<file path="config.mk">
export PLATFORM = sky130hd
export DESIGN_NAME = ras_cas_sequencer
export DESIGN_NICKNAME = d
export VERILOG_FILES = /design/src/verilog/mem_pkg.sv /design/src/verilog/ras_cas_sequencer.sv
export SDC_FILE = /design/constraint.sdc
export NUM_CORES = 1
export LEC_CHECK = 0
export ABC_AREA = 1
export BUFFER_PORTS_ARGS = -buffer_cell sky130_fd_sc_hd__buf_2
export CAP_MARGIN = 20
export CORE_MARGIN = 2
export CORE_UTILIZATION = 43
export CTS_CLUSTER_DIAMETER = 100
export CTS_CLUSTER_SIZE = 12
export DETAILED_ROUTE_END_ITERATION = 10
export PLACE_DENSITY = 0.76
export SYNTH_ARGS = -nofsm -noshare
export SYNTH_HDL_FRONTEND = slang
export SYNTH_SLANG_ARGS = --single-unit
</file>
<file path="constraint.sdc">
create_clock -name sysclk -period 1.91 [get_ports sysclk]
set_input_delay 0.0955 -clock sysclk [delete_from_list [all_inputs] [get_ports sysclk]]
set_output_delay 0.0955 -clock sysclk [all_outputs]
set_load 0.05 [all_outputs]
</file>
<file path="src/verilog/mem_pkg.sv">
// ~~~~~~~~~~~~~~~~~~~~~~~~~~~~~~~~~~~~~~~~~~~~~~~~~~~~~~~~~~~~~~~~~~~~~~~~~~~~
// Shared types for the parity-protected DRAM board
// Word address is 20 bits and is split into 10-bit row and column halves
// Size codes follow the SIP size parameter; the disabled size is not supported
// ~~~~~~~~~~~~~~~~~~~~~~~~~~~~~~~~~~~~~~~~~~~~~~~~~~~~~~~~~~~~~~~~~~~~~~~~~~~~
package mem_pkg;

  localparam int ADDR_W = 20;       // Word address width

  // SIP size codes
  localparam int RAM_SIZE_64K = 1;  // 65536 words
  localparam int RAM_SIZE_1M  = 2;  // 1048576 words

  // One memory request from the CPU side
  typedef struct packed {
    logic              write;    // 1 = write cycle
    logic              bad_par;  // Store inverted parity (diagnostic)
    logic [ADDR_W-1:0] addr;     // Word address
    logic [15:0]       wdata;    // Write word
  } mem_req_t;

  // Strobes and multiplexed address shared by both SIPs
  typedef struct packed {
    logic                ras_n;    // Row strobe
    logic                cas_n;    // Column strobe
    logic                w_n;      // Low for write
    logic [ADDR_W/2-1:0] address;  // Row or column
  } dram_ctl_t;

  // One nine-bit data lane
  typedef struct packed {
    logic [7:0] d8;  // Data byte
    logic       d9;  // Parity bit
  } sip_data_t;

  // Read response
  typedef struct packed {
    logic [15:0] rdata;    // Merged read word
    logic [1:0]  par_err;  // Bit 0 low byte, bit 1 high byte
  } mem_rsp_t;

endpackage

</file>
<file path="src/verilog/ras_cas_sequencer.sv">
// ~~~~~~~~~~~~~~~~~~~~~~~~~~~~~~~~~~~~~~~~~~~~~~~~~~~~~~~~~~~~~~~~~~~~~~~~~~~~
// RAS/CAS sequencer for one memory cycle per request
// req is taken only while busy is low; requests during busy are dropped
// Fixed timing with done exactly 4 clocks after the accepting edge
// No refresh, no page mode, no back-pressure
// ~~~~~~~~~~~~~~~~~~~~~~~~~~~~~~~~~~~~~~~~~~~~~~~~~~~~~~~~~~~~~~~~~~~~~~~~~~~~
`timescale 1ns/1ps

module ras_cas_sequencer (
  input  logic               sysclk,
  input  logic               rst,
  input  logic               req,       // Request strobe
  input  mem_pkg::mem_req_t  req_data,
  output mem_pkg::dram_ctl_t ctl,       // Strobes to both SIPs
  output logic               wr_load,   // Parity unit takes the write word
  output logic               capture,   // Parity unit takes the read lanes
  output logic               busy,
  output logic               done
);

  import mem_pkg::*;

  typedef enum logic [2:0] {
    S_IDLE,
    S_ROW,   // RAS low, row on address
    S_COL,   // CAS low, column on address
    S_HOLD,  // SIP registers read data
    S_PRE    // Lanes captured, strobes released next
  } state_t;

  state_t            state;
  logic [ADDR_W-1:0] addr_q;  // Request address
  logic              wr_q;    // Request is a write
  logic              ras_n_q;
  logic              cas_n_q;
  logic              w_n_q;
  logic              accept;

  assign accept  = req && (state == S_IDLE);
  assign busy    = (state != S_IDLE);
  assign wr_load = accept && req_data.write;
  assign capture = (state == S_PRE) && !wr_q;  // Reads only

  // Row during the RAS step, column afterwards
  assign ctl.ras_n   = ras_n_q;
  assign ctl.cas_n   = cas_n_q;
  assign ctl.w_n     = w_n_q;
  assign ctl.address = (state == S_ROW) ? addr_q[ADDR_W-1:ADDR_W/2]
                                        : addr_q[ADDR_W/2-1:0];

  always_ff @(posedge sysclk) begin
    if (rst) begin
      state   <= S_IDLE;
      wr_q    <= 1'b0;
      ras_n_q <= 1'b1;
      cas_n_q <= 1'b1;
      w_n_q   <= 1'b1;
      done    <= 1'b0;
    end else begin
      done <= 1'b0;
      case (state)
        S_IDLE: begin
          if (accept) begin
            wr_q    <= req_data.write;
            ras_n_q <= 1'b0;        // Row strobe seen on the next edge
            state   <= S_ROW;
          end
        end
        S_ROW: begin
          cas_n_q <= 1'b0;
          w_n_q   <= !wr_q;         // Set together with CAS
          state   <= S_COL;
        end
        S_COL: begin
          state <= S_HOLD;          // SIP does the access now
        end
        S_HOLD: begin
          state <= S_PRE;
        end
        S_PRE: begin
          ras_n_q <= 1'b1;          // Precharge
          cas_n_q <= 1'b1;
          w_n_q   <= 1'b1;
          done    <= 1'b1;
          state   <= S_IDLE;
        end
        default: begin
          state <= S_IDLE;
        end
      endcase
    end
  end

  // Address is payload
  always_ff @(posedge sysclk) begin
    if (accept) begin
      addr_q <= req_data.addr;
    end
  end

  // Column strobe only inside an open row
  a_cas_in_ras: assert property (@(posedge sysclk) disable iff (rst)
      $fell(ctl.cas_n) |-> !ctl.ras_n)
    else $error("ras_cas_sequencer: cas_n fell with ras_n high");

endmodule

</file>
==> results of run 1 <==
[cells by family (layout without fill, tap and decap cells)]
kind of cell	after synthesis	count (layout)	share of synthesized area
compound gates	4	4	0.02339
flops	28	28	0.7111
simple gates	50	50	0.2024
buf+inv	11	72	0.06315
[flip-flops by register name, summed over array words and instances (netlist names)]
register and flops:
w_n_q 1, cas_n_q 1, addr_q 20, wr_q 1, ras_n_q 1, done 1, state 3
[power by group through the flow]
stage          combinational, mW  sequential, mW  clock (mW)
2_1_floorplan              0.235           0.730           0
3_3_place_gp               0.296           0.730           0
3_5_place_dp               0.299           0.732           0
4_1_cts                    0.332           0.718       0.279
5_1_grt                    0.356           0.724       0.304
6_report                   0.332           0.719       0.278
[metal layers]
| metal | GRT usage | wire (um) | up-vias |
|---|---|---|---|
| met2 | 0.2419 | 901 | 35 |
| met1 | 0.1846 | 895 | 378 |
| met4 | 0.02564 | 0 | 0 |
| li1 | - | - | 427 |
| met3 | 0.04167 | 166 | 0 |
| met5 | 0 | 0 | - |
[synth_stat cells, types with 2 or more instances]
master and count:
nand3_1 3, nand2_1 38, buf_6 2, buf_4 3, inv_1 4, edfxtp_1 20
nor2_1 3, inv_2 2, dfxtp_1 8
[worst max-delay path by stage]
stage                   from   endpoint  depth (start not counted)
global route        state[1]     ctl[8]                          6
CTS                 state[1]     ctl[1]                          6
detailed placement  state[1]     ctl[1]                          6
global placement    state[1]     ctl[2]                          6
finish              state[1]     ctl[1]                          6
floorplan           state[2]  addr_q[0]                          3
[layout make-up]
class                   count  area [um^2]
inverters                   6        22.52
fillers                   192        893.4
clock buffers               4        36.28
well taps                  30        37.54
flip-flops and latches     28        760.7
multi-input cells          54        241.5
repair buffers             62        417.9
[tightest hold or removal path: stages]
cell and delay (ns):
buf_2 0.11, o21ai_0 0.07, nor2_1 0.07
[timing repair]
item | in CTS | in global routing
hold buffers | 21 | 0
setup endpoints to repair | 0 | 0
gates resized for setup | 0 | 0
hold endpoints to repair | 25 | 0
buffers inserted | 0 | 0
==> summary.txt, run 1 <==
Worst setup path
  • Crit. End Element: output port
  • Crit Reg-Reg Startpoint: state[2]
  • Critical Path Source Type: flip-flop
  • Crit Path Class: reg -> out
  • R2R Path End: addr_q[4]
  • Crit-path most repeated cell: nand2_1
  • Crit path max-delay family: buffers and inverters
  • Slowest CP cell: dfxtp_1
  • Buf/Inv on CP: 3
  • Slowest stage delay, CP: 0.35 ns
  • R2R Setup Slk: 0.53 ns
  • Worst-path maximum fanout: 14
  • Data required time of the critical path: 1.81 ns
  • Crit-path cells: inv_1 > nand2_4 > inv_2 > nand2_1 > nand2_1 > buf_2
  • CP arrival: 1.64 ns
  • R2r worst-path depth: 4

Synth
  • YS warnings: 0
  • Main synth FF type: edfxtp_1
  • Syn Inst Count: 93
  • Biggest area consumer among synthesized cells: edfxtp_1
  • Yosys top cell area share: 0.5614
  • Synth Register Bits: 28
  • Asr flop ratio synth: 0
  • Syn nets: 134
  • Post-synthesis sequential area ratio: 0.7111
  • Syn Std Cell Area: 1070 um^2
  • Number of synthesized flops with an enable pin: 20
  • Synth area leaders: edfxtp_1 (56%), dfxtp_1 (15%), nand2_1 (13%)
  • Synth unique cells: 19
  • Synthesized area per cell: 11.50 um^2

Power and ir drop
  • Switching share of power: 0.3085
  • Sequential share of power: 0.541
  • Leak: 0.7014 nW
  • Pwr Total: 1.328 mW
  • Max VDD drop: 0.5970 mV
  • Logic gate share of total power: 0.250
  • Clk network pwr share: 0.209
  • Pwr/cell area: 875.8 nW/um^2
  • Internal power: 918.4 uW
  • Psw: 409.7 uW

Clock network
  • Clock tree root driver cell: clkbuf_4
  • CTS buffer count: 3
  • Clk Latency, worst-skew pair: 0.31 ns
  • Clock transition at path regs: 0.14 ns
  • H-tree depth: 1
  • CTS Sinks: 28
  • Clock Tree Buf Depth: 2
  • TritonCTS clock tree: yes

Timing
  • Hold_ws: 0.05918 ns
  • Worst Skew: 0.002573 ns
  • Final worst-path cycle share: 0.9077
  • Post-Route Setup TNS: 0 ns
  • Tmin final: 1.734 ns
  • Final max-slew violation count: 0
  • Final WS setup: 0.1763 ns
  • RSZ-0062 raised after global routing: false
  • Max_slew headroom: 0.8286
  • Slew @ Worst Pin: 0.2589 ns
  • Hold Fails Final Rpt: 0
  • Final setup violating endpoints: 0
  • Max Fclk: 0.5768 GHz

Floorplanning
  • Initial cell density of the core: 0.4439
  • Io pins: 58
  • Core area: 2410 um^2
  • Die Y: 53.88 um
  • Core Rows: 18
  • Die width: 53.88 um
  • DIE AREA: 2903 um^2

Placement
  • DP Area: 1270 um^2
  • HPWL after DPL: 1257 um
  • Placed insts: 159
  • Setup Slack @ Placement: 0.5333 ns
  • Final Wtd Congestion: 0.7002
  • Port bufs: 40

Global routing
  • Grt total ovfl: 0
  • Tot GR Track Use: 0.1434
  • Vias in the first global route: 739
  • Largest net degree at the start of global routing: 21
  • Initial antenna violation count: 0
  • First-pass GRT wire length: 2967 um

Min path
  • Hold depth: 3
  • Hold Path Class: in -> reg
  • Min-delay src: req
  • Hold Crit Endpoint: state[0]

Drt
  • First DRT Iteration DRCs: 8
  • Residual DRC: 0
  • Vias per inst: 4.565
  • Routed vias: 840
  • Post-Route WL: 1963 um
  • DR WL/cell: 10.67 um
  • Pre-Repair DR Iteration Count: 4
  • Final ANT Viol Nets: 0

Finish
  • Commonest cells after routing, fill and taps aside: buf_2 (40), nand2_1 (38), dlygate4sd3_1 (21), edfxtp_1 (20), dfxtp_1 (8)
  • Area grow syn2layout: 41.75%
  • Commonest non-fill, non-tap cell in the layout: buf_2
  • # diodes: 0
  • Final Util: 0.6293
  • Share of post-route cells with drive strength above 1: 0.3377
  • Final instance count without filler cells: 184
  • Fin nets: 196
  • Fin area: 1516 um^2

Run status
  • Run status: complete, no violations

Run
  • Max Cap Viol: 0
No activity file was read; power rests on OpenSTA's default activity.
==> run 2, diff against run 1 <==
==> constraint.sdc (replaced) <==
create_clock -name sysclk -period 1.91 [get_ports sysclk]
set_input_delay 0.382 -clock sysclk [delete_from_list [all_inputs] [get_ports sysclk]]
set_output_delay 0.382 -clock sysclk [all_outputs]
set_load 0.05 [all_outputs]
==> summary.txt, run 2 (same netlist as run 1, synthesis figures left out) <==
Run status
  • Run status: complete, no violations

Min path
  • Hold Path Class: in -> reg
  • Hold Crit Endpoint: addr_q[8]
  • Min-delay src: req_data[24]
  • Hold depth: 1 (-2)

Worst setup path
  • Worst-path maximum fanout: 14 (unchanged)
  • Crit. End Element: output port
  • Slowest stage delay, CP: 0.37 ns (+0.02 ns)
  • Crit path max-delay family: flip-flops
  • R2R Setup Slk: 0.57 ns (+0.04 ns)
  • Crit Reg-Reg Startpoint: state[2]
  • Buf/Inv on CP: 3 (unchanged)
  • Crit-path cells: inv_2 > nor2_4 > nand2_4 > inv_8 > nand2_1 > nand2_1 > buf_4
  • Slowest CP cell: dfxtp_2
  • CP arrival: 1.41 ns (-0.23 ns)
  • R2R Path End: addr_q[6]
  • Critical Path Source Type: flip-flop
  • Crit Path Class: reg -> out
  • R2r worst-path depth: 4 (unchanged)
  • Crit-path most repeated cell: nand2_1
  • Data required time of the critical path: 1.53 ns (-0.28 ns)

Finish
  • Fin nets: 175 (-11%)
  • Register name with the most flops: addr_q
  • Final instance count without filler cells: 163 (-11%)
  • # diodes: 0 (unchanged)
  • Max reg flops: 20 (unchanged)
  • Fin area: 1341 um^2 (-12%)
  • Biggest regs: addr_q (20), state (3)
  • Commonest cells after routing, fill and taps aside: nand2_1 (38), buf_2 (30), edfxtp_1 (20), buf_4 (11), dfxtp_1 (6)
  • Commonest non-fill, non-tap cell in the layout: nand2_1
  • Area grow syn2layout: 25.38%
  • Share of post-route cells with drive strength above 1: 0.4135 (+0.07587)

Floorplanning
  • Core Rows: 18 (unchanged)
  • DIE AREA: 2903 um^2 (unchanged)
  • Die width: 53.88 um (unchanged)
  • Io pins: 58 (unchanged)
  • Core area: 2410 um^2 (unchanged)
  • Initial cell density of the core: 0.4439 (unchanged)
  • Die Y: 53.88 um (unchanged)

Power and ir drop
  • Internal power: 908.3 uW (-1.1%)
  • Psw: 395.6 uW (-3.5%)
  • Logic gate share of total power: 0.244 (-0.006)
  • Sequential share of power: 0.551 (+0.010)
  • Max VDD drop: 0.6935 mV (+16%)
  • Switching share of power: 0.3034 (-0.005113)
  • Clk network pwr share: 0.205 (-0.004)
  • Pwr/cell area: 972.1 nW/um^2 (+11%)
  • Leak: 0.6233 nW (-11%)

Global routing
  • Vias in the first global route: 647 (-12%)
  • Largest net degree at the start of global routing: 21 (unchanged)
  • Tot GR Track Use: 0.1224 (-0.02097)
  • First-pass GRT wire length: 2525 um (-15%)
  • Initial antenna violation count: 0 (unchanged)
  • Grt total ovfl: 0 (unchanged)

Drt
  • Post-Route WL: 1658 um (-16%)
  • DR WL/cell: 10.17 um (-4.7%)
  • Final ANT Viol Nets: 0 (unchanged)
  • First DRT Iteration DRCs: 11 (+3)
  • Residual DRC: 0 (unchanged)
  • Routed vias: 755 (-10%)
  • Pre-Repair DR Iteration Count: 4 (unchanged)
  • Vias per inst: 4.632 (+1.5%)

Clock network
  • Post-CTS Setup Bufs: 0 (unchanged)
  • Hold buffers post-CTS: 0 (-100%)
  • PostCTS Resize Cnt: 12 (+12)
  • Clock tree root driver cell: clkbuf_4
  • TritonCTS clock tree: yes
  • Clk Latency, worst-skew pair: 0.31 ns (about the same)
  • Clock transition at path regs: 0.13 ns (about the same)
  • CTS buffer count: 3 (unchanged)
  • H-tree depth: 1 (unchanged)
  • CTS Sinks: 28 (unchanged)
  • Clock Tree Buf Depth: 2 (unchanged)

Placement
  • Final Wtd Congestion: 0.7002 (unchanged)
  • Port bufs: 40 (unchanged)
  • Placed insts: 159 (unchanged)
  • DP Area: 1270 um^2 (unchanged)
  • HPWL after DPL: 1257 um (unchanged)

Timing
  • RSZ-0062 raised after global routing: false
  • Tmin final: 1.792 ns (+0.05825 ns)
  • Max_slew headroom: 0.8401 (+0.01152)
  • Final setup violating endpoints: 0 (unchanged)
  • Final max-slew violation count: 0 (unchanged)
  • Hold Fails Final Rpt: 0 (unchanged)
  • Final worst-path cycle share: 0.9382 (+0.03050)
  • Slew @ Worst Pin: 0.2387 ns (-0.02017 ns)
  • Post-Route Setup TNS: 0 ns (unchanged)
  • Worst Skew: 0.006769 ns (+0.004197 ns)
  • Max Fclk: 0.5580 GHz (-3.3%)

Run
  • Max Cap Viol: 0 (unchanged)
run 2: changes by cell type in the layout (fill, tap and decap cells not counted), sizes merged:
| cell | change |
|---|---|
| dlygate4sd3 | -21 |
run 2: routing by layer:
metal	GRT usage	up-vias	share of wire	routed length [um]
met3	0.04444	0	0.12	198
met4	0.03846	0	0	0
met5	0	-	0	0
met1	0.1494	335	0.40	663
li1	-	383	-	-
met2	0.2012	37	0.48	796
run 2: metrics by stage:
step | total power, mW | utilization | setup slack, ns | hold WS (ns)
after floorplan | 0.9651 | - | 0.2827 | 0.4272
after global placement | 1.026 | 0.5270 | 0.2727 | 0.4333
after detailed placement | 1.031 | 0.5270 | 0.2468 | 0.4412
after CTS | 1.317 | 0.5535 | 0.04220 | 0.2151
after global routing | 1.367 | 0.5566 | 0.007147 | 0.1988
final | 1.304 | 0.5566 | 0.1180 | 0.2308
run 2: worst max path at each step:
stage / start / cells after the start / end / slack [ns]
after floorplan: state[1] / 3 / capture / 0.28
after global placement: state[1] / 6 / ctl[2] / 0.27
after detailed placement: state[1] / 6 / ctl[1] / 0.25
after CTS: state[0] / 7 / ctl[1] / 0.04
after global routing: state[1] / 6 / ctl[8] / 0.007
final: state[0] / 7 / ctl[2] / 0.12
run 2: area by class of cell:
class,instances,area (um^2)
inverter,6,30.03
clock buffer,4,36.28
sequential,28,763.2
multi-input combinational,54,241.5
tap,30,37.54
timing repair buffer,41,232.7
fill,220,1069
run 2: power groups by stage:
| stage | clock network (mW) | registers, mW | logic (mW) |
|---|---|---|---|
| after floorplan | 0 | 0.730 | 0.235 |
| after global placement | 0 | 0.730 | 0.296 |
| after detailed placement | 0 | 0.732 | 0.299 |
| after CTS | 0.279 | 0.718 | 0.319 |
| after global routing | 0.302 | 0.723 | 0.341 |
| final | 0.268 | 0.718 | 0.318 |
run 2: worst reg2reg max path, delay by kind of cell (launching register included):
kind                   cells  cell delay (ns)
flip-flops                 1             0.38
AND/OR/NAND/NOR            2             0.32
buffers and inverters      2             0.33
