==> src/verilog/mem_pkg.sv <==
// ~~~~~~~~~~~~~~~~~~~~~~~~~~~~~~~~~~~~~~~~~~~~~~~~~~~~~~~~~~~~~~~~~~~~~~~~~~~~
// Shared types for the parity-protected DRAM board
// Word address is 20 bits and is split into 10-bit row and column halves
// Size codes follow the SIP size parameter; the disabled size is not supported
// ~~~~~~~~~~~~~~~~~~~~~~~~~~~~~~~~~~~~~~~~~~~~~~~~~~~~~~~~~~~~~~~~~~~~~~~~~~~~
package mem_pkg;

  localparam int ADDR_W = 20;       // Word address width

  // SIP size codes
  localparam int RAM_SIZE_64K = 1;  // 65536 words
  localparam int RAM_SIZE_1M  = 2;  // 1048576 words

  // One memory request from the CPU side
  typedef struct packed {
    logic              write;    // 1 = write cycle
    logic              bad_par;  // Store inverted parity (diagnostic)
    logic [ADDR_W-1:0] addr;     // Word address
    logic [15:0]       wdata;    // Write word
  } mem_req_t;

  // Strobes and multiplexed address shared by both SIPs
  typedef struct packed {
    logic                ras_n;    // Row strobe
    logic                cas_n;    // Column strobe
    logic                w_n;      // Low for write
    logic [ADDR_W/2-1:0] address;  // Row or column
  } dram_ctl_t;

  // One nine-bit data lane
  typedef struct packed {
    logic [7:0] d8;  // Data byte
    logic       d9;  // Parity bit
  } sip_data_t;

  // Read response
  typedef struct packed {
    logic [15:0] rdata;    // Merged read word
    logic [1:0]  par_err;  // Bit 0 low byte, bit 1 high byte
  } mem_rsp_t;

endpackage

==> src/verilog/parity_unit.sv <==
// ~~~~~~~~~~~~~~~~~~~~~~~~~~~~~~~~~~~~~~~~~~~~~~~~~~~~~~~~~~~~~~~~~~~~~~~~~~~~
// Byte parity for the two SIP lanes
// Write lanes carry even parity, inverted per byte when bad_par is set
// rsp changes only on capture and holds until the next read
// ~~~~~~~~~~~~~~~~~~~~~~~~~~~~~~~~~~~~~~~~~~~~~~~~~~~~~~~~~~~~~~~~~~~~~~~~~~~~
`timescale 1ns/1ps

module parity_unit (
  input  logic               sysclk,
  input  logic               rst,
  input  logic               wr_load,   // Request cycle of a write
  input  logic               capture,   // Read lanes valid
  input  mem_pkg::mem_req_t  req_data,
  output mem_pkg::sip_data_t wlane_lo,  // To low byte SIP
  output mem_pkg::sip_data_t wlane_hi,  // To high byte SIP
  input  mem_pkg::sip_data_t rlane_lo,
  input  mem_pkg::sip_data_t rlane_hi,
  input  logic               prd_n_lo,  // Low on bad parity
  input  logic               prd_n_hi,
  output mem_pkg::mem_rsp_t  rsp
);

  import mem_pkg::*;

  logic par_lo;
  logic par_hi;

  // Even parity bit, flipped for the diagnostic write
  assign par_lo = (^req_data.wdata[7:0])  ^ req_data.bad_par;
  assign par_hi = (^req_data.wdata[15:8]) ^ req_data.bad_par;

  // Write lanes held stable through the SIP access
  always_ff @(posedge sysclk) begin
    if (wr_load) begin
      wlane_lo.d8 <= req_data.wdata[7:0];
      wlane_lo.d9 <= par_lo;
      wlane_hi.d8 <= req_data.wdata[15:8];
      wlane_hi.d9 <= par_hi;
    end
  end

  // Merge lanes into one word
  always_ff @(posedge sysclk) begin
    if (rst) begin
      rsp <= '0;
    end else if (capture) begin
      rsp.rdata   <= {rlane_hi.d8, rlane_lo.d8};
      rsp.par_err <= {!prd_n_hi, !prd_n_lo};  // Flags are active low
    end
  end

  // Write load and read capture belong to different request cycles
  a_no_overlap: assert property (@(posedge sysclk) disable iff (rst)
      !(capture && wr_load))
    else $error("parity_unit: capture and wr_load in the same cycle");

endmodule

==> config.mk <==
export PLATFORM = sky130hd
export DESIGN_NAME = parity_unit
export DESIGN_NICKNAME = d
export VERILOG_FILES = /design/src/verilog/mem_pkg.sv /design/src/verilog/parity_unit.sv
export SDC_FILE = /design/constraint.sdc
export NUM_CORES = 1
export LEC_CHECK = 0
export ABC_AREA = 1
export CAP_MARGIN = 5
export CORE_MARGIN = 2
export CORE_UTILIZATION = 25
export CTS_BUF_LIST = sky130_fd_sc_hd__clkbuf_4 sky130_fd_sc_hd__clkbuf_8 sky130_fd_sc_hd__clkbuf_16
export DETAILED_ROUTE_END_ITERATION = 12
export DONT_BUFFER_PORTS = 1
export SETUP_SLACK_MARGIN = 0.3
export SLEW_MARGIN = 20
export SYNTH_ARGS = -nofsm -noshare
export SYNTH_HDL_FRONTEND = slang
export SYNTH_SLANG_ARGS = --single-unit
==> constraint.sdc <==
create_clock -name sysclk -period 0.8 [get_ports sysclk]
set_input_delay 0.04 -clock sysclk [delete_from_list [all_inputs] [get_ports sysclk]]
set_output_delay 0.04 -clock sysclk [all_outputs]
set_load 0.02 [all_outputs]
==> results of run 1 <==
flip-flops by register name, indices dropped and copies added (netlist names):
signal    count
wlane_hi      9
wlane_lo      9
rsp          18
synth_stat cells:
| library cell | n | area (um2) |
|---|---|---|
| a211oi_1 | 2 | 15.0 |
| dfxtp_1 | 18 | 360 |
| nand2_1 | 90 | 338 |
| buf_4 | 2 | 15.0 |
| nor2_1 | 2 | 7.51 |
| inv_1 | 23 | 86.3 |
| a21oi_1 | 16 | 80.1 |
| buf_2 | 3 | 15.0 |
| nand3_1 | 14 | 70.1 |
| xnor2_1 | 2 | 17.5 |
| inv_2 | 1 | 3.75 |
| edfxtp_1 | 18 | 541 |
cell families after synthesis:
| logic type | Yosys count |
|---|---|
| AND/OR/NAND/NOR | 106 |
| flip-flops | 36 |
| buffers and inverters | 29 |
| AO/OA/AOI/OAI | 18 |
| XOR/XNOR | 2 |
layer usage:
| layer | vias up | track usage, % | routed length, um |
|---|---|---|---|
| li1 | 605 | - | - |
| met1 | 535 | 9.99 | 1340 |
| met2 | 64 | 17.0 | 1580 |
| met3 | 6 | 6.63 | 469 |
| met4 | 0 | 3.44 | 42 |
| met5 | - | 0 | 0 |
report_power, final:
group	switching, mW	internal [mW]
clock	0.596	0.770
combinational	0.185	0.166
sequential	0.238	2.07
layout make-up:
| type | instances | area, um2 | share of cell area [%] |
|---|---|---|---|
| sequential | 36 | 966 | 49.2 |
| multi-input combinational | 126 | 661 | 33.6 |
| inverter | 24 | 135 | 6.88 |
| clock buffer | 8 | 97.6 | 4.97 |
| tap | 75 | 93.8 | 4.78 |
| timing repair buffer | 1 | 11.3 | 0.573 |
what timing repair did:
| item | CTS | global route |
|---|---|---|
| endpoints found under the hold margin | 52 | 52 |
| pin swaps | 0 | 3 |
| setup endpoints to repair | 54 | 54 |
| resized for setup | 10 | 24 |
final timing paths:
kind              cells after the start             startpoint              endpoint  slack, ps
hold reg to reg                       2    rsp[3]$_SDFFE_PP0P_   rsp[3]$_SDFFE_PP0P_        510
hold / removal                        1                    rst  rsp[17]$_SDFFE_PP0P_       -190
setup reg to reg                      2   rsp[15]$_SDFFE_PP0P_  rsp[15]$_SDFFE_PP0P_        140
setup / recovery                      0  wlane_lo[4]$_DFFE_PP_           wlane_lo[4]        -30
stage by stage:
step	TNS [ps]	hold slack, ps	power (mW)	instances
global route	-861	-215	4.25	270
detailed placement	0	104	2.65	262
CTS	-509	-205	4.07	270
global placement	0	103	2.64	262
finish	-172	-187	4.03	270
floorplan	0	129	2.60	191
worst register-to-register path, delay by kind of cell, from the launching register on:
| family | cells | cell delay [ps] |
|---|---|---|
| AO/OA/AOI/OAI | 1 | 140 |
| flip-flops | 1 | 390 |
| AND/OR/NAND/NOR | 1 | 60 |
==> results.md, run 1 <==
- Wirelength per Cell: 12.7 um
- Leak: 0.812 nW
- Post-DP Area: 1760 um2
- Routed WL: 3.43 mm
- Fill cells: 607
- DR vias/cell: 4.48
- Peak supply drop: 0.000810 V
- Via count: 1210
- Final hold viol count: 52
- CTS max path bufs: 2
- Setup Fix Bufs, Post-CTS: 0
- Vert. Die Dim: 82.7 um
- Design Area, Final: 1960 um2
- Layout area overhead: 26.8%
- Cell row count: 28
- Sink Count: 36
- GRT Overall Usage: 10.1%
- CP startpoint kind: flop
- CTS root buf: clkbuf_8
- Commonest non-fill, non-tap cell in the layout: nand2_1
- Setup slack after layout: -33.1 ps
- Main combinational cell family by area after synthesis: simple AND/OR/NAND/NOR gates
- CTS tree: built
- Post-Synth Adder-Cell Area: 0%
- Post-synthesis compound-gate area fraction: 6.14%
- Register area share after synthesis: 58.2%
- Worst-Margin Slew: 403 ps
- Post-synthesis mux area share: 0%
- Most frequent cells in the layout: nand2_1 (72), nand2_2 (18), edfxtp_1 (18)
- HPWL after DPL: 2.56 mm
- H-tree depth: 2
- Final Core Density: 33.0%
- Failing checks: negative hold slack, negative setup slack
- Number of detailed-route iterations in the first pass: 4
- Routability cong.: 0.650
- Grt ovf: 0
- Port Buf Inserts: 0
- Cells after Synth: 191
- Clock slew seen by the registers of the worst setup and hold paths: 70 ps
- Drt drc: 0
- ANT cells: 0
- Syn Nets: 253
- Post-Synth Simple-Gate Area: 26.8%
- Yosys reg bits: 36
- Worst slew margin: 73.1%
- RSZ-0062 raised after global routing: true
- Fmax: 1200 MHz
- First-pass GRT wire length: 4.99 mm
- Vias in the first global route: 1154
- Nets@finish: 256
- Crit-path max FO: 1
- Netlist cell types: 12
- Min-Delay Path Class: in -> reg
- Max-Cap Viols: 0
- Final setup violation count: 17
- Fraction of layout cells with a size suffix above 1: 42.1%
- Critical Path AT: 790 ps
- Critical path type: reg -> out
- Clock skew: 0 ps
- Largest net degree at the start of global routing: 22
- Tcrit/Tclk final: 104%
- Number of top-level pins: 98
- Xor and xnor area share after synthesis: 1.13%
- 1st-iter DRT viols: 14
- CTS Buf Count: 5
- Initial antenna violation count: 0
- Hold slack: -187 ps
- Synth Cell Area: 1550 um2
- Core area: 5960 um2
- Avg Cell Area, Syn: 8.11 um2
- Starting Density: 26.0%
- Final Critical Period: 833 ps
- Worst Setup End Kind: output port
- Power per cell area: 2050 nW/um2
- Die W: 82.7 um
- Req. time, crit path: 760 ps
- ANT nets after route: 0
- Synth warn: 0
- Later-pin clock latency in the skew report: 270 ps
- Die Area: 6840 um2
- Slew Viols, Final: 0
- Status: finished, violations left
- Pre-CTS setup slack: 75.1 ps
(Power assumes the default switching activity.)
==> inputs of run 2 (changes only) <==
--- a/config.mk
+++ b/config.mk
@@ -12,6 +12,7 @@
 export CTS_BUF_LIST = sky130_fd_sc_hd__clkbuf_4 sky130_fd_sc_hd__clkbuf_8 sky130_fd_sc_hd__clkbuf_16
 export DETAILED_ROUTE_END_ITERATION = 12
 export DONT_BUFFER_PORTS = 1
+export RECOVER_POWER = 100
 export SETUP_SLACK_MARGIN = 0.3
 export SLEW_MARGIN = 20
 export SYNTH_ARGS = -nofsm -noshare
==> constraint.sdc (replaced) <==
create_clock -name sysclk -period 0.9 [get_ports sysclk]
set_input_delay 0.045 -clock sysclk [delete_from_list [all_inputs] [get_ports sysclk]]
set_output_delay 0.045 -clock sysclk [all_outputs]
set_load 0.02 [all_outputs]
==> results.md, run 2 (same netlist as run 1, synthesis figures left out) <==
- Commonest non-fill, non-tap cell in the layout: nand2_1
- ANT cells: 0
- ANT nets after route: 0
- GRT Overall Usage: 10.5%
- Crit-path max FO: 1
- Status: finished, violations left
- Final Critical Period: 846 ps
- Number of detailed-route iterations in the first pass: 4
- Worst-Margin Slew: 331 ps
- RSZ-0062 raised after global routing: true
- Port Buf Inserts: 0
- Top Registers: rsp x18, wlane_hi x9, wlane_lo x9
- Largest register FFs: 18
- Fraction of layout cells with a size suffix above 1: 23.8%
- Hold Buf Count CTS: 16
- Number of top-level pins: 98
- Max-Cap Viols: 0
- Clock slew seen by the registers of the worst setup and hold paths: 80 ps
- Critical Path AT: 800 ps
- First-pass GRT wire length: 5.24 mm
- Setup Fix Bufs, Post-CTS: 0
- Fmax: 1180 MHz
- Worst Setup End Kind: output port
- Hold slack: -181 ps
- CTS Buf Count: 5
- Most frequent cells in the layout: nand2_1 (80), dfxtp_1 (18), edfxtp_1 (18)
- CTS root buf: clkbuf_8
- Final setup violation count: 0
- Power per cell area: 1880 nW/um2
- Starting Density: 26.0%
- Via count: 1279
- Layout area overhead: 30.6%
- Initial antenna violation count: 0
- Most flops, register: rsp
- Tcrit/Tclk final: 94.0%
- Nets@finish: 271
- Clock skew: 0 ps
- Wirelength per Cell: 12.9 um
- Die W: 82.7 um
- Flop2flop setup slack: 110 ps
- CTS tree: built
- Die Area: 6840 um2
- Drt drc: 0
- Critical path type: reg -> out
- Vert. Die Dim: 82.7 um
- Routability cong.: 0.690
- DR vias/cell: 4.49
- Sink Count: 36
- Core area: 5960 um2
- 1st-iter DRT viols: 15
- Min-Delay Path Class: in -> reg
- HPWL after DPL: 2.55 mm
- Peak supply drop: 0.000901 V
- Req. time, crit path: 850 ps
- Cell row count: 28
- Vias in the first global route: 1226
- Worst slew margin: 77.9%
- Grt ovf: 0
- Later-pin clock latency in the skew report: 280 ps
- Failing checks: negative hold slack
- Total power: 3.80 mW
- Final hold viol count: 36
- H-tree depth: 2
- Final Core Density: 34.0%
- Leak: 0.848 nW
- Final TNS setup: 0 ps
- Slew Viols, Final: 0
- Largest net degree at the start of global routing: 22
- CP startpoint kind: flop
- Routed WL: 3.68 mm
- CTS max path bufs: 2
[run 2: cell count changes in the layout (fill, tap and decap cells not counted), sizes merged, moves of 2 or more]
| cell | previous run | this run |
|---|---|---|
| inv | 24 | 22 |
| clkinvlp | 0 | 2 |
| clkinv | 0 | 2 |
| dlygate4sd3 | 0 | 16 |
| clkbuf | 8 | 5 |
[run 2: final timing paths]
| path | cells after the start | end | start |
|---|---|---|---|
| hold reg to reg | 2 | rsp[17]$_SDFFE_PP0P_ | rsp[17]$_SDFFE_PP0P_ |
| setup / recovery | 0 | wlane_lo[3] | wlane_lo[3]$_DFFE_PP_ |
| setup reg to reg | 2 | rsp[1]$_SDFFE_PP0P_ | rsp[1]$_SDFFE_PP0P_ |
| hold / removal | 1 | rsp[2]$_SDFFE_PP0P_ | rst |
[run 2: cell type report]
type	instances	area, um2
fillers	635	3930
clock buffers	5	68.8
repair buffers	16	160
multi-input cells	126	629
well taps	75	93.8
inverters	24	133
clock inverters	3	37.5
flip-flops and latches	36	901
[run 2: metal layers]
layer	vias to the layer above	wire [um]	global-route usage, %
li1	640	-	-
met1	562	1420	10.6
met2	70	1740	18.3
met3	7	457	5.11
met4	0	69	4.43
met5	-	0	0
[run 2: timing repair]
item                                   in CTS  in global routing
resized for setup                          19                 20
setup endpoints to repair                  54                 54
endpoints found under the hold margin      52                 36
pin swaps                                   0                  9
[run 2: per-stage QoR]
step | instances | area [um2] | worst slack (ps)
after floorplan | 191 | 1640 | 240
after global routing | 285 | 2020 | 27.4
after global placement | 261 | 1710 | 173
final | 285 | 2020 | 53.7
after detailed placement | 261 | 1710 | 158
after CTS | 285 | 2020 | 42.7
[run 2: power breakdown]
group / switching [mW] / leakage (nW) / internal, mW
clock: 0.585 / 0.0532 / 0.807
sequential: 0.212 / 0.325 / 1.86
combinational: 0.163 / 0.470 / 0.182
==> inputs of run 3 (changes only) <==
--- a/config.mk
+++ b/config.mk
@@ -5,7 +5,6 @@
 export SDC_FILE = /design/constraint.sdc
 export NUM_CORES = 1
 export LEC_CHECK = 0
-export ABC_AREA = 1
 export CAP_MARGIN = 5
 export CORE_MARGIN = 2
 export CORE_UTILIZATION = 25
==> results.md, run 3 <==
- Clock skew: 0 ps
- Fill cells: 524
- Top Registers: rsp x18, wlane_hi x9, wlane_lo x9
- Routability cong.: 0.644
- CTS max path bufs: 2
- Largest net degree at the start of global routing: 21
- Avg Cell Area, Syn: 14.8 um2
- First-pass GRT wire length: 4.20 mm
- Die Area: 5910 um2
- Top cell type by total area after synthesis: edfxtp_1
- Fmax: 1220 MHz
- Most frequent cells in the layout: dfxtp_1 (18), edfxtp_1 (18), nor2_1 (17)
- H-tree depth: 2
- 1st-iter DRT viols: 24
- Req. time, crit path: 850 ps
- CTS tree: built
- Netlist cell types: 11
- Power per cell area: 2100 nW/um2
- Post-Synth Adder-Cell Area: 0%
- Final Critical Period: 822 ps
- Worst r2r src: rsp[0]$_SDFFE_PP0P_
- Failing checks: negative hold slack
- Total power: 3.53 mW
- GRT Overall Usage: 9.45%
- FFs w/ async S/R, synth: 0%
- Most flops, register: rsp
- Register area share after synthesis: 67.9%
- Leak: 0.649 nW
- Min-Delay Path Class: in -> reg
- Later-pin clock latency in the skew report: 270 ps
- Number of top-level pins: 98
- Peak supply drop: 0.000607 V
- Post-synthesis compound-gate area fraction: 1.13%
- Wirelength per Cell: 14.7 um
- Final Core Density: 32.9%
- Core area: 5110 um2
- Synth warn: 0
- Final setup violation count: 0
- Via count: 751
- Post-Place Cells: 156
- Hold Path Origin: rst
- Most frequent cells after synthesis: dfxtp_1 (18), edfxtp_1 (18), nor2_1 (18), mux2i_1 (16), xnor2_1 (8)
- Top cell type's share of synthesized area: 40.7%
- DR vias/cell: 4.17
- Post-Synth Simple-Gate Area: 5.09%
- CTS Buf Count: 5
- Post-Layout Cell Count: 180
- Main flop type after synthesis: edfxtp_1
- Largest register FFs: 18
- Final hold viol count: 36
- Cells after Synth: 90
- Max-Cap Viols: 0
- Synth Cell Area: 1330 um2
- Crit path from: wlane_lo[8]$_DFFE_PP_
- Grt ovf: 0
- CTS root buf: clkbuf_8
- Worst slew margin: 80.6%
- Hold Buf Count CTS: 16
- Routed WL: 2.64 mm
- Critical path type: reg -> out
- Starting Density: 26.0%
- ANT cells: 0
- Hold slack: -172 ps
- RSZ-0062 raised after global routing: true
- Worst Setup End Kind: output port
- Worst-Margin Slew: 290 ps
- Drt drc: 0
- Tcrit/Tclk final: 91.4%
- Syn Nets: 152
- Synth top area cells: edfxtp_1 (41%), dfxtp_1 (27%), mux2i_1 (12%), xnor2_1 (5.3%), nor2_1 (5.1%)
- Layout area overhead: 26.6%
- Die W: 76.9 um
- Flop2flop setup slack: 120 ps
- Initial antenna violation count: 0
- Clock slew seen by the registers of the worst setup and hold paths: 70 ps
- Xor and xnor area share after synthesis: 12.4%
- CP startpoint kind: flop
- Critical Path AT: 780 ps
- EDFF count, synth: 18
- Yosys reg bits: 36
- Sink Count: 36
- Vert. Die Dim: 76.9 um
- Main combinational cell family by area after synthesis: XOR/XNOR gates
- Crit-path max FO: 1
- Slew Viols, Final: 0
- Nets@finish: 171
- Port Buf Inserts: 0
- Post-synthesis mux area share: 12.1%
- ANT nets after route: 0
- Status: finished, violations left
- Number of detailed-route iterations in the first pass: 3
- HPWL after DPL: 1.86 mm
- Fraction of layout cells with a size suffix above 1: 11.8%
- Cell row count: 26
- Vias in the first global route: 870
-- run 3: cell count changes after synthesis, sizes merged --
cell   previous run  this run
a21oi            16         0
buf               5         4
inv              24         0
mux2i             0        16
nand2            90         0
nand3            14         0
nor2              2        18
xnor2             2        10
xnor3             0         2
xor2              0         2
-- run 3: kinds of logic (layout without fill, tap and decap cells) --
| logic type | Yosys count | after routing |
|---|---|---|
| xor gates and xnor gates | 14 | 14 |
| and+or+nand+nor | 18 | 18 |
| AOI/OAI and AO/OA | 2 | 2 |
| DFF | 36 | 36 |
| muxes | 16 | 16 |
| buffers and inverters | 4 | 24 |
-- run 3: repair_timing --
| action | 4_1_cts | 5_1_grt |
|---|---|---|
| pin swaps | 3 | 5 |
| hold endpoints to repair | 52 | 36 |
| setup endpoints to repair | 56 | 56 |
| gates resized for setup | 19 | 4 |
| setup buffers | 0 | 0 |
-- run 3: worst paths after layout --
check / to / cells after the start
max reg2reg: rsp[0]$_SDFFE_PP0P_ / 2
min reg2reg: rsp[1]$_SDFFE_PP0P_ / 2
min: rsp[1]$_SDFFE_PP0P_ / 1
max: wlane_lo[8] / 0
-- run 3: power by group --
group	total [mW]	switching (mW)	internal [mW]
sequential	2.12	0.239	1.88
clock	1.12	0.520	0.599
combinational	0.296	0.0868	0.209
total	3.53	0.845	2.69
-- run 3: metal layers --
metal | track usage [%] | up-vias | part of all wire (%)
met5 | 0 | - | 0
met4 | 2.18 | 0 | 0
met3 | 6.71 | 0 | 15
met2 | 17.4 | 54 | 54
met1 | 8.23 | 350 | 31
li1 | - | 347 | -
-- run 3: cell type report --
cell class | count | area (um2) | area share, %
Sequential cell | 36 | 901 | 53.6
Multi-Input combinational cell | 50 | 444 | 26.4
Timing Repair Buffer | 16 | 160 | 9.53
Tap cell | 70 | 87.6 | 5.21
Clock buffer | 7 | 83.8 | 4.99
Clock inverter | 1 | 3.75 | 0.223
-- run 3: through the flow --
step / hold WS (ps) / cell area (um2) / TNS (ps) / setup WS, ps
5_1_grt: -202 / 1680 / 0 / 44.9
2_1_floorplan: 134 / 1370 / -93.4 / -46.7
3_5_place_dp: 114 / 1440 / -163 / -82.7
3_3_place_gp: 112 / 1440 / -113 / -56.7
4_1_cts: -191 / 1750 / 0 / 61.3
6_report: -172 / 1680 / 0 / 77.8
